[config.mk]
export PLATFORM = sky130hd
export DESIGN_NAME = rgb565_packer
export DESIGN_NICKNAME = d
export VERILOG_FILES = /design/src/hdl/debayer_pkg.sv /design/src/hdl/rgb565_packer.sv
export SDC_FILE = /design/constraint.sdc
export NUM_CORES = 1
export LEC_CHECK = 0
export ABC_AREA = 1
export BUFFER_PORTS_ARGS = -buffer_cell sky130_fd_sc_hd__buf_4
export CAP_MARGIN = 15
export CORE_MARGIN = 4
export CORE_UTILIZATION = 43
export CTS_CLUSTER_DIAMETER = 100
export DETAILED_ROUTE_END_ITERATION = 12
export PLACE_DENSITY = 0.87
export SLEW_MARGIN = 20
export SYNTH_ARGS = -nofsm -noshare
export SYNTH_HDL_FRONTEND = slang
export SYNTH_SLANG_ARGS = --single-unit
export TNS_END_PERCENT = 1
[constraint.sdc]
create_clock -name clock_in -period 2.3 [get_ports clock_in]
set_clock_uncertainty 0.05 [all_clocks]
set_input_delay 0.115 -clock clock_in [delete_from_list [all_inputs] [get_ports clock_in]]
set_output_delay 0.115 -clock clock_in [all_outputs]
set_load 0.01 [all_outputs]
[src/hdl/debayer_pkg.sv]
//**************************************************************************
// Debayer package
// Pixel widths, line addressing, buffer depth and the RGB pixel type
//**************************************************************************

package debayer_pkg;

    // Raw sample width, also the width of each colour channel
    localparam int PIXEL_BITS = 10;

    // Column address, enough for lines of 2048 pixels
    localparam int LINE_ADDR_BITS = 11;

    // Line buffers keep the upper bits only
    localparam int STORED_BITS = 9;     // LSB dropped

    // Entries in the elastic buffer between debayer and packer
    localparam int FIFO_DEPTH = 64;

    // One interpolated pixel, 31 bits packed
    typedef struct packed {
        logic [PIXEL_BITS-1:0] red;
        logic [PIXEL_BITS-1:0] green;
        logic [PIXEL_BITS-1:0] blue;
        logic                  last;    // Final output pixel of a line
    } rgb_pixel_t;

endpackage

[src/hdl/rgb565_packer.sv]
//**************************************************************************
// RGB565 packer
// Rounds and saturates 10-bit RGB into 16-bit words on a valid/ready port
//**************************************************************************

module rgb565_packer (
    input  logic                    clock_in,
    input  logic                    reset_n_in,

    input  logic                    in_valid,
    input  debayer_pkg::rgb_pixel_t in_data,
    output logic                    in_ready,

    output logic                    rgb565_valid,
    output logic [15:0]             rgb565_data,
    output logic                    rgb565_last,
    input  logic                    rgb565_ready
);

    import debayer_pkg::*;

    logic       accept;
    logic [5:0] red_round;
    logic [5:0] green_round;
    logic [5:0] blue_round;

    // Round to nearest by half an output step, then clip
    function automatic logic [5:0] round_sat(
        input logic [PIXEL_BITS-1:0] value,
        input int                    shift
    );
        logic [PIXEL_BITS:0] sum;
        logic [PIXEL_BITS:0] scaled;
        logic [PIXEL_BITS:0] limit;
        sum    = {1'b0, value} + ((PIXEL_BITS + 1)'(1) << (shift - 1));
        scaled = sum >> shift;
        limit  = ((PIXEL_BITS + 1)'(1) << (PIXEL_BITS - shift)) - 1'b1;
        if (scaled > limit) begin
            scaled = limit;
        end
        return scaled[5:0];
    endfunction

    assign red_round   = round_sat(in_data.red, 5);     // 5 bits
    assign green_round = round_sat(in_data.green, 4);   // 6 bits
    assign blue_round  = round_sat(in_data.blue, 5);

    // Take a pixel when empty or when the held word leaves
    assign in_ready = !rgb565_valid || rgb565_ready;
    assign accept   = in_valid && in_ready;

    always_ff @(posedge clock_in) begin
        if (!reset_n_in) begin
            rgb565_valid <= 1'b0;
        end else if (in_ready) begin
            rgb565_valid <= in_valid;
        end
    end

    always_ff @(posedge clock_in) begin
        if (accept) begin
            rgb565_data <= {red_round[4:0], green_round, blue_round[4:0]};
            rgb565_last <= in_data.last;
        end
    end

    a_hold_word : assert property (
        @(posedge clock_in) disable iff (!reset_n_in)
        (rgb565_valid && !rgb565_ready) |=>
            rgb565_valid && $stable(rgb565_data) && $stable(rgb565_last)
    );

endmodule

# Word level (Yosys, flattened, before mapping)

Cells that the tools add are included.

Add/sub/neg operators: 3
$lt $le $gt $ge: 3
Reduce and logical (&&, ||, !) cells: 3

Operators with widths:

| kind                  | count |
|---|---|
| $add 10x5->11 const B | 2 |
| $gt 6x5->1 const B    | 2 |
| $add 10x4->11 const B | 1 |
| $gt 7x6->1 const B    | 1 |
| $logic_and 1x1->1     | 1 |
| $logic_not 1->1       | 1 |
| $logic_or 1x1->1      | 1 |

Logic and storage cells: 14
Bits in registers: 18
Input port bits: 35
Output and inout bits: 19

# Logic depth before layout (Yosys ltp)

Depth in word-level cells: 3
Gate-level depth with buffers: 7

# Worst setup path before layout

No wires, ideal clock.

Path kind: register to register
Start: register rgb565_valid
End: register rgb565_data[0] (enable)
Setup slack: 0.611 ns
Cell stages (with the launch flop): 2
Buffers on the path: 0
Arrival time: 1.242 ns
Setup time: 0.397 ns
Period minus slack after synthesis: 1.689 ns
Path through: dfxtp_1 -> a21oi_1

Cells in the longest elaborated chain, start to end: 3

Ends and longest elaborated chain:

| what                   | RTL line            | source |
|---|---|---|
| from (decl)            | rgb565_packer.sv:14 | `output logic rgb565_valid,` |
| from (signal assigned) | rgb565_packer.sv:56 | `rgb565_valid <= in_valid;` |
| $logic_not 1->1        | rgb565_packer.sv:49 | `assign in_ready = !rgb565_valid \|\| rgb565_ready;` |
| $logic_or 1x1->1       | rgb565_packer.sv:49 |  |
| $logic_and 1x1->1      | rgb565_packer.sv:50 | `assign accept = in_valid && in_ready;` |
| named net accept       | rgb565_packer.sv:22 | `logic accept;` |
| to (signal assigned)   | rgb565_packer.sv:62 | `rgb565_data <= {red_round[4:0], green_round, blue_round[4:0]};` |
| to (decl)              | rgb565_packer.sv:15 | `output logic [15:0] rgb565_data,` |

The timed path passes the listed nets, and every way through them passes these cells.
A chain may end at the register's enable or synchronous reset.

# Worst setup path in the final report

Start: register rgb565_valid
End: register rgb565_data[13] (enable)

Same word-level chain as after synthesis.

==> metrics.yaml <==
wl_mm: 2.03
tritoncts: "built"
fp.dieArea_um2: 3090
grt_max_degree: 18
rsz0062_at_grt: "false"
setup_viol: 0
cts.sinks: 18
worst_slew_pin_slew_ns: 0.212
hold_viol_final: 0
slew_violations: 0
start_util_pct: 47.2
vias: 863
gp_congestion: 0.775
ys_ff_latch: 18
yosysWarnings: 0
powerDensity_nw_per_um2: 512
max_cap_viol_count: 0
p_leak_uw: 0.000687
drt_pass1_iterations: 4
setup_tns_ns: 0
drtAntennaViolNets: 0
first_global_vias: 850
critPathKind: "reg2reg"
status: "complete, no violations"
synthTopCellsByArea: "edfxtp_1, nand2_1, inv_1"
syn2layout_area_growth_pct: 40.4
post_cts_buffers: 0
dp_hpwl_mm: 1.71
r2r.worst_path.cells: 2
drc: 0
htreeDepth: 1
row_count: 16
holdBufCountCts: 1
fin_nets: 191
worstPathRequired_ns: 2.24
overflow: 0
die_h_um: 55.6
ios: 54
start_kind: "register"
crit_chain: "a21oi_1 > buf_4"
hp-class: "in2reg"
die_x_um: 55.6
insertion_delay_ns: 0.28
arrival_ns: 1.05
timing.final.crit_share_pct: 48.2
clock.fmax_ghz: 0.902
p_total_uw: 700
finalWorstSetupSlack_ns: 1.19
cts_buffers: 3
clock-root-buffer: "clkbuf_4"
synth_top_area_cell: "edfxtp_1"
routedWlPerCell_um: 11.4
clk_pin_slew_ns: 0.10
grt_usage_pct: 13.7
vdd.ir_drop.worst_v: 0.000322
slowest_stage: "dfxtp_1"
core-area_um2: 2060
dpl_worst_slack_ns: 1.18
cts_buffer_depth: 2
rr_endpoint: "rgb565_data[13]$_SDFFCE_PN1P_"
reg2reg_from: "rgb565_valid$_SDFFE_PN0N_"
synthCells: 104
drtIter0Drc: 10
synth_area_um2: 973
antenna_found_initial: 0
drt-vias-per-instance: 4.82
critPathLaunch: "rgb565_valid$_SDFFE_PN0N_"
grt_pass1_wl_mm: 3.48
cp_max_fo: 17
postSynthAreaPerCell_um2: 9.36
r2r_slack_ns: 1.19
seq_area_frac_synth_pct: 54.5
cts_resized: 0
synthDistinctLibCells: 20
antenna_cells: 0
port_buffers: 42
syn_nets: 142
slowest_delay_ns: 0.33
period_needed_ns: 1.11
crit_path_end_kind: "register"
synth_top_cell_area_share_pct: 52.4
drive_gt1_share_pct: 36.8
slew_headroom_pct: 85.9
cp-endpoint: "rgb565_data[13]$_SDFFCE_PN1P_"
state kept, by name, summed over array words and instances, names as in the netlist:
register and count:
rgb565_data 16, rgb565_last 1, rgb565_valid 1
cells by family (layout without fill, tap and decap cells):
family                   after synthesis  after routing  share of synthesized area (%)
buffers and inverters                 17             65                           6.56
AO/OA/AOI/OAI                         11             11                           6.30
adder cells (fa/ha/maj)                3              3                           3.86
AND/OR/NAND/NOR                       52             52                           26.1
flip-flops                            18             18                           54.5
XOR/XNOR                               3              3                           2.70
area by class of cell:
| cell class | instances | area, µm² |
|---|---|---|
| multi-input combinational | 69 | 379 |
| clock inverter | 1 | 3.75 |
| inverter | 17 | 63.8 |
| timing repair buffer | 44 | 333 |
| fill | 159 | 696 |
| clock buffer | 3 | 22.5 |
| tap | 27 | 33.8 |
| sequential | 18 | 531 |
cell usage after synthesis, drive strengths merged:
cell	instances
nor2	11
nand3b	1
a21boi	1
nand4	2
o21ai	8
nand3	7
a21oi	2
inv	17
nand2	31
xor2	3
dfxtp	1
edfxtp	17
ha	3
power breakdown:
group | leakage [µW] | internal, µW | switching [µW] | total (µW)
Combinational | 0.000499 | 75.5 | 74.2 | 150
Sequential | 0.000172 | 387 | 6.55 | 393
Clock | 0.0000154 | 62.9 | 94.1 | 157
placed cells by master, fill, tap and decap left out, types with 3 or more instances in the layout:
master,netlist,routed
nand3_1,6,6
clkbuf_4,0,3
o21ai_1,7,7
buf_4,0,43
xor2_1,3,3
nand2_1,29,29
edfxtp_1,17,17
nor2_1,8,8
inv_1,16,16
ha_1,3,3
worst max-delay path, delay by kind of cell (launching register included):
family	cells	cell delay, ns
buffers and inverters	1	0.27
AOI/OAI and AO/OA	1	0.16
DFF	1	0.33
layer usage:
layer	track usage [%]	wire [µm]	up-vias
li1	-	-	435
met1	13.6	739	388
met2	27.2	1130	36
met3	1.39	120	4
met4	7.29	40	0
met5	0	0	-
how the worst min path moves through the flow:
| stage | depth (start not counted) | to | start | slack [ns] |
|---|---|---|---|---|
| 4_1_cts | 2 | rgb565_valid$_SDFFE_PN0N_ | reset_n_in | 0.04 |
| 6_report | 2 | rgb565_valid$_SDFFE_PN0N_ | reset_n_in | 0.05 |
| 3_3_place_gp | 1 | rgb565_last$_DFFE_PP_ | in_data[0] | 0.25 |
| 2_1_floorplan | 0 | rgb565_last$_DFFE_PP_ | in_data[0] | 0.16 |
| 3_5_place_dp | 1 | rgb565_last$_DFFE_PP_ | in_data[0] | 0.25 |
| 5_1_grt | 2 | rgb565_valid$_SDFFE_PN0N_ | reset_n_in | 0.04 |
per-stage QoR:
stage	hold slack (ns)	utilization [%]	instance area, µm²	instances
finish	0.0487	66.3	1370	179
global route	0.0395	66.3	1370	179
CTS	0.0419	66.3	1370	179
detailed placement	0.249	64.5	1330	174
global placement	0.247	64.5	1330	174
floorplan	0.164	-	973	104
Note: power is estimated with default switching activity, not from simulation.
