## src/hdl/debayer_pkg.sv

```systemverilog
//**************************************************************************
// Debayer package
// Pixel widths, line addressing, buffer depth and the RGB pixel type
//**************************************************************************

package debayer_pkg;

    // Raw sample width, also the width of each colour channel
    localparam int PIXEL_BITS = 10;

    // Column address, enough for lines of 2048 pixels
    localparam int LINE_ADDR_BITS = 11;

    // Line buffers keep the upper bits only
    localparam int STORED_BITS = 9;     // LSB dropped

    // Entries in the elastic buffer between debayer and packer
    localparam int FIFO_DEPTH = 64;

    // One interpolated pixel, 31 bits packed
    typedef struct packed {
        logic [PIXEL_BITS-1:0] red;
        logic [PIXEL_BITS-1:0] green;
        logic [PIXEL_BITS-1:0] blue;
        logic                  last;    // Final output pixel of a line
    } rgb_pixel_t;

endpackage

```

## src/hdl/pixel_fifo.sv

```systemverilog
//**************************************************************************
// Pixel FIFO
// Synchronous buffer with valid/ready on both sides and a sticky overflow
//**************************************************************************

module pixel_fifo #(
    parameter type T     = debayer_pkg::rgb_pixel_t,
    parameter int  DEPTH = debayer_pkg::FIFO_DEPTH
) (
    input  logic clock_in,
    input  logic reset_n_in,

    input  logic in_valid,
    input  T     in_data,
    output logic in_ready,

    output logic out_valid,
    output T     out_data,
    input  logic out_ready,

    output logic overflow       // Sticky until reset
);

    localparam int PTR_BITS   = $clog2(DEPTH);
    localparam int COUNT_BITS = $clog2(DEPTH + 1);

    T                     mem [DEPTH];
    logic [PTR_BITS-1:0]  wr_ptr;
    logic [PTR_BITS-1:0]  rd_ptr;
    logic [COUNT_BITS-1:0] count;           // Occupancy
    logic                 push;
    logic                 pop;

    function automatic logic [PTR_BITS-1:0] next_ptr(input logic [PTR_BITS-1:0] ptr);
        return (ptr == PTR_BITS'(DEPTH - 1)) ? '0 : ptr + 1'b1;
    endfunction

    assign in_ready  = (count != COUNT_BITS'(DEPTH));
    assign out_valid = (count != '0);
    assign out_data  = mem[rd_ptr];         // Read from storage, no bypass
    assign push      = in_valid && in_ready;
    assign pop       = out_valid && out_ready;

    always_ff @(posedge clock_in) begin
        if (!reset_n_in) begin
            wr_ptr   <= '0;
            rd_ptr   <= '0;
            count    <= '0;
            overflow <= 1'b0;
        end else begin
            if (push) wr_ptr <= next_ptr(wr_ptr);
            if (pop)  rd_ptr <= next_ptr(rd_ptr);
            case ({push, pop})
                2'b10:   count <= count + 1'b1;
                2'b01:   count <= count - 1'b1;
                default: count <= count;
            endcase
            if (in_valid && !in_ready) begin
                overflow <= 1'b1;           // Write dropped
            end
        end
    end

    always_ff @(posedge clock_in) begin
        if (push) begin
            mem[wr_ptr] <= in_data;
        end
    end

    a_count_bound : assert property (
        @(posedge clock_in) disable iff (!reset_n_in)
        count <= COUNT_BITS'(DEPTH)
    );

    // Held output stays put until taken
    a_out_stable : assert property (
        @(posedge clock_in) disable iff (!reset_n_in)
        (out_valid && !out_ready) |=> out_valid && $stable(out_data)
    );

endmodule

```

## config.mk

```make
export PLATFORM = sky130hd
export DESIGN_NAME = pixel_fifo
export DESIGN_NICKNAME = d
export VERILOG_FILES = /design/src/hdl/debayer_pkg.sv /design/src/hdl/pixel_fifo.sv
export SDC_FILE = /design/constraint.sdc
export NUM_CORES = 2
export LEC_CHECK = 0
export BUFFER_PORTS_ARGS = -buffer_cell sky130_fd_sc_hd__buf_2
export CORE_UTILIZATION = 55
export CTS_CLUSTER_DIAMETER = 40
export DETAILED_ROUTE_END_ITERATION = 12
export HOLD_SLACK_MARGIN = 0.03
export PLACE_DENSITY = 0.71
export SYNTH_ARGS = -nofsm -noshare
export SYNTH_HDL_FRONTEND = slang
export SYNTH_SLANG_ARGS = --single-unit
```

## constraint.sdc

```tcl
create_clock -name clock_in -period 4.02 [get_ports clock_in]
set_input_delay 0.603 -clock clock_in [delete_from_list [all_inputs] [get_ports clock_in]]
set_output_delay 0.603 -clock clock_in [all_outputs]
set_load 0.02 [all_outputs]
```

* Yosys cells after proc, flatten, opt, wreduce, memory -nomap -nowiden
Memory sizes are Yosys's and may differ from the RTL's. A register that Yosys moved wholly into a read port is not among the register bits. Index checks and enable logic that the tools add are counted.
Word-level totals: output and inout bits 34, bits in latches 0, register bits 20, bits in read-only memories 0, bits in writable memories 1984, memories kept 1
Cells by class: add/sub/neg operators 4, equal/unequal tests 5, reductions and logical operators 6, multiply operators 0, bitwise operators 0, order comparisons 0, div/mod/pow operators 0, mux-type cells 7, shift-type cells 0
Memory list:
- mem | words 64, bits a word 31, rd ports 1, clocked after Yosys merged registers in 1, wr ports 1, line pixel_fifo.sv:27 | T mem [DEPTH];
Operators by type and width (number):
- 6-bit 2-to-1 mux | 4
- 7-bit case mux with 2 select lines | 1
- 6-bit by 1-bit adder with 6-bit output, second input constant | 2
- 6-bit equality test, second input constant | 2
- 7-bit by 1-bit adder with 7-bit output, second input constant | 1
- 7-bit != test, second input constant | 1
- 7-bit nonzero test | 1
- 7-bit by 1-bit subtractor with 7-bit output, second input constant | 1
- 1-bit logical AND | 3
- 2-bit by 1-bit equality test with 1-bit output, second input constant | 1
- 2-bit equality test, second input constant | 1
- 1-bit 2-to-1 mux | 2
- 2-bit nonzero test | 1
- 1-bit zero test | 1

* Depth between registers and ports, before layout
word-level depth 4, mapped depth 14, mapped depth without buffers 11

* Worst setup path before layout
No wires, ideal clock.
path type register to register, from register count[1], to register count[4], library setup time 0.132 ns, data required time 3.888 ns, setup slack 0.712 ns, arrival time 3.175 ns, stages on the path, launching flop included 14, path through dfxtp_1 clkbuf_1 or4_1 o41a_1 clkbuf_1 ha_1 clkbuf_1 xor2_1 ha_1 a21oi_1 o22ai_1 a222oi_1 or3_1 a21oi_1
On the way: word-level cells in the longest chain between the ends 4, elaborated cells on any way between the ends 10
Ends and longest elaborated chain:
- start, declared | line pixel_fifo.sv:30 | logic [COUNT_BITS-1:0] count;
- start signal, assigned | line pixel_fifo.sv:54 | 2'b10: count <= count + 1'b1;
- start signal, assigned | line pixel_fifo.sv:55 | 2'b01: count <= count - 1'b1;
- start signal, assigned | line pixel_fifo.sv:56 | default: count <= count;
- branches (longest 4 deep; another with 7-bit by 1-bit subtractor with 7-bit output)
Parallel ways; which one is timed is not known. A chain may end at the register's enable or synchronous reset.

==> results summary <==
The flow ran to the end, but the final reports show violations. The checks that failed: negative setup slack. Counting stages on the worst path, the most repeated cell is sky130_fd_sc_hd__buf_12.

The die is 377 um wide. Across all setup checks in the final design, the least slack found is -22.8 ps. In this run the worst hold path is classified as input port to register. The number of different library cells in the post-synthesis netlist is 71. Across the routed clock network, the largest skew measured is ~33 ps.

The depth of the most critical reg-to-reg path is 7. The number of enable-type register cells in the synthesized netlist came out at between 1,500 and 2,000. The number of pins with negative max-slew slack in the final report is 0. The relative max-transition margin came out at 0.191. The critical path crosses 9 cells after its start point. The most frequent cell after synthesis is sky130_fd_sc_hd__edfxtp_1.

The placement-stage worst setup slack came out at approximately 150 ps. The core region is 140,000 um2. Overall power consumption after layout is estimated at roughly 55 mW. Entering global routing, the biggest net connects 75 pins.

After synthesis the cells add up to 77,400 um2. The number of buffers and inverters on the critical path is 5. In this run, synthesis produced a sequential element count of 2,010.

The final weighted congestion of routability-driven global placement is around 0.82. The via density per instance came out at 6.66. The critical-path maximum fanout is 8. The number of buffers on the longest clock path came out at 3.

The initial DRC count came out at between 5,000 and 6,000. For the final routed database, the setup TNS stands at -41.6 ps. The number of sinks handled by clock tree synthesis came out at roughly 2,000. By area the synthesized netlist is led by sky130_fd_sc_hd__edfxtp_1 (77%), sky130_fd_sc_hd__mux4_2 (13%), sky130_fd_sc_hd__mux2i_1 (1.5%), sky130_fd_sc_hd__dfxtp_1 (0.67%), sky130_fd_sc_hd__mux2_2 (0.58%).

The worst-case vdd ir drop came out at approximately 530 uV. The cell area reported after detailed placement came out at slightly above 80,000 um2. The DRC violation count after routing came out at 0.

The count of endpoints failing hold in the final timing report came out at 0. The clock latency on the worst-skew pair came out at around 860 ps. STA classifies the critical path endpoint as an output pin. After clock tree synthesis, the clock-pin slew on the worst setup and hold paths is ~60 ps.

The area added between synthesis and finish came out at 18.9%. Measured on the finished design, the core utilization comes to 0.660. The part of the cycle the worst path needs came out at 1.01. The share of synthesized area in the top cell type comes to 0.770.

The sum of overflow across all layers after global routing came out at 0. The wire length of the first global-routing pass came out at between 200,000 and 300,000 um. The signal on the critical path passes through buf_12 -> buf_12 -> buf_6 -> buf_12 -> mux4_2 -> a22oi_2 -> nand3_2 -> a221o_2 -> buf_6. The HPWL after detailed placement is ~110,000 um.

The most used flip-flop cell after synthesis is sky130_fd_sc_hd__edfxtp_1. The worst register-to-register path ends at mem[51][29]. Setup repair after global routing could not meet its margin everywhere.

The cell count after synthesis came out at around 3,500. The slack of the worst reg-to-reg path is about 630 ps. In this run the critical register-to-register path is launched from count[2]. The TritonCTS clock tree is yes.

The fraction of layout instances using a drive strength above 1 came out at 0.354. STA classifies the critical path startpoint as a register. Once placement completed, the tool counted placed cells totaling around 5,400. The power density over the cells came out at 597 nW/um2. The number of standard cells in the final layout excluding fillers is ~6,000. The timing-limited maximum frequency is ~250 MHz.

On the worst path, the slowest cell contributes a delay of 540 ps. The shortest clock period the worst path allows after layout came out at 4040 ps. On the critical path, the stage with the largest delay is an instance of sky130_fd_sc_hd__mux4_2. The total number of yosys warnings is 0.

The share of async-settable or async-resettable flops after synthesis came out at 0. The startpoint identified for the worst hold timing path is in_valid. The number of max-cap violations came out at 0.

Row generation in the floorplan step produced between 100 and 150 rows. Of the synthesized area, sequential elements account for 0.777. In this run the number of H-tree levels came out at 4. A synthesized cell averages between 20 and 25 um2. Counting the buffers created by CTS gives 222.

The initial antenna violation count came out at 10. The initial core utilization is 0.555. The required arrival time at the worst endpoint came out at between 3000 and 4000 ps. In this run the count of I/O pins placed on the die edge is just under 70.

In this run the static leakage power is roughly 28 nW. The first detailed-routing pass took 5 iterations. The total of buffers placed on input and output ports is roughly 70. The worst-case hold path end point is overflow. The critical path class is register to output pin.

Summed over all instances, the cell type with the most area after synthesis is sky130_fd_sc_hd__edfxtp_1. The data arrival time of the critical path came out at between 3000 and 4000 ps. In the final routed layout, each cell accounts on average for between 30 and 40 um. The number of global-route vias before repair was about 40,000. Counting instances, the worst hold path has a depth of 4.

The cell area after layout is between 90,000 and 100,000 um2. The slew at the pin with the worst max-slew slack came out at 1210 ps. In this design, the largest share of critical-path delay is due to buffers and inverters. The cell at the root of the clock tree is sky130_fd_sc_hd__clkbuf_16. The overall fraction of global-route tracks in use is 0.288.

On the final layout, the worst hold slack is ~130 ps. The die area is around 140,000 um2. The number of antenna-violating nets in the routed design came out at 0. The net count of the mapped netlist is 3,532. In the final design database the tool counted 3,969 nets. The final-report setup violation count is 3. For this block, the routed nets add up to slightly above 200,000 um of wire.

By count the netlist is led by sky130_fd_sc_hd__edfxtp_1 (1,984), sky130_fd_sc_hd__mux4_2 (462), sky130_fd_sc_hd__mux2i_1 (117). The vias after detailed routing came out at ~40,000. The die extent in y is ~380 um.
## routing by layer
metal | share of wire | GRT usage | up-vias | wire length, um
li1 | - | - | 15800 | -
met1 | 0.38 | 0.407 | 21100 | 76800
met2 | 0.48 | 0.450 | 2614 | 98100
met3 | 0.10 | 0.0568 | 406 | 21300
met4 | 0.038 | 0.109 | 6 | 7790
met5 | 0.00020 | 0 | - | 41
## worst max-delay path by stage
stage	from	slack, ps	end
after floorplan	count[1]	710	count[4]
after global placement	register	30	out_data[17]
after detailed placement	register	150	out_data[14]
after CTS	register	-90	out_data[27]
after global routing	register	-70	out_data[24]
final	register	-20	out_data[24]
## layout make-up
type | instances | area (um2)
inverter | 9 | 33.8
clock buffer | 247 | 5660
timing repair buffer | 417 | 4480
clock inverter | 164 | 1920
fill | 8639 | 47500
antenna | 6 | 15.0
tap | 1876 | 2350
sequential | 2010 | 60100
multi-input combinational | 1268 | 17500
## worst min-delay path: stages
cell                     delay, ps
sky130_fd_sc_hd__buf_2          70
sky130_fd_sc_hd__inv_1          40
sky130_fd_sc_hd__nor2_1        110
sky130_fd_sc_hd__o21a_1        110
## what timing repair did
item | 4_1_cts | 5_1_grt
gates resized for setup | 163 | 101
setup buffers | 62 | 66
hold buffers | 0 | 0
setup endpoints to repair | 31 | 29
pin swaps | 24 | 46
cloned | 11 | 9
## kinds of logic (layout without fill, tap and decap cells)
family          Yosys count  in the layout  synth area share
simple gates            335            335            0.0221
xor+xnor                 12             12           0.00136
buf+inv                 213            837            0.0150
other cells               0              6                 0
compound gates          296            296            0.0286
fa+ha+maj                 6              6          0.000970
flops                  2010           2010             0.777
mux                     619            619             0.155
## flip-flops by register name (all words and copies together) (netlist names), named ones only
register and count:
overflow 1, rd_ptr 6, count 7, mem 1984, wr_ptr 6
## where the power goes
part           total [mW]  internal, mW  switching, mW
Sequential           23.4          23.2          0.138
Combinational        10.8          5.59           5.19
Clock                20.8          12.2           8.60
Total                54.9          41.0           13.9
## cell usage in the layout, fill, tap and decap left out, types with 10 or more instances in the layout
cell and instances:
sky130_fd_sc_hd__mux2i_1 114, sky130_fd_sc_hd__nor3_1 11, sky130_fd_sc_hd__inv_6 19, sky130_fd_sc_hd__nand3_1 36
sky130_fd_sc_hd__o221ai_4 12, sky130_fd_sc_hd__a21oi_1 41, sky130_fd_sc_hd__clkinv_1 41, sky130_fd_sc_hd__clkbuf_1 24
sky130_fd_sc_hd__a22oi_1 11, sky130_fd_sc_hd__o22ai_1 23, sky130_fd_sc_hd__mux2_2 36, sky130_fd_sc_hd__a221o_1 22
sky130_fd_sc_hd__edfxtp_1 1984, sky130_fd_sc_hd__clkinv_2 23, sky130_fd_sc_hd__nand2b_1 10, sky130_fd_sc_hd__buf_16 22
sky130_fd_sc_hd__buf_4 242, sky130_fd_sc_hd__clkinv_4 14, sky130_fd_sc_hd__nor2_4 64, sky130_fd_sc_hd__a211oi_2 17
sky130_fd_sc_hd__buf_6 35, sky130_fd_sc_hd__dfxtp_1 21, sky130_fd_sc_hd__nor2b_1 47, sky130_fd_sc_hd__clkbuf_16 231
sky130_fd_sc_hd__mux4_2 462, sky130_fd_sc_hd__bufinv_16 30, sky130_fd_sc_hd__a211oi_1 30, sky130_fd_sc_hd__nor2_1 33
sky130_fd_sc_hd__clkinvlp_4 19, sky130_fd_sc_hd__buf_2 52, sky130_fd_sc_hd__nand2_1 60, sky130_fd_sc_hd__or3_1 17
sky130_fd_sc_hd__o221ai_2 12, sky130_fd_sc_hd__buf_12 46
Power figures use the tool's default switching activity.
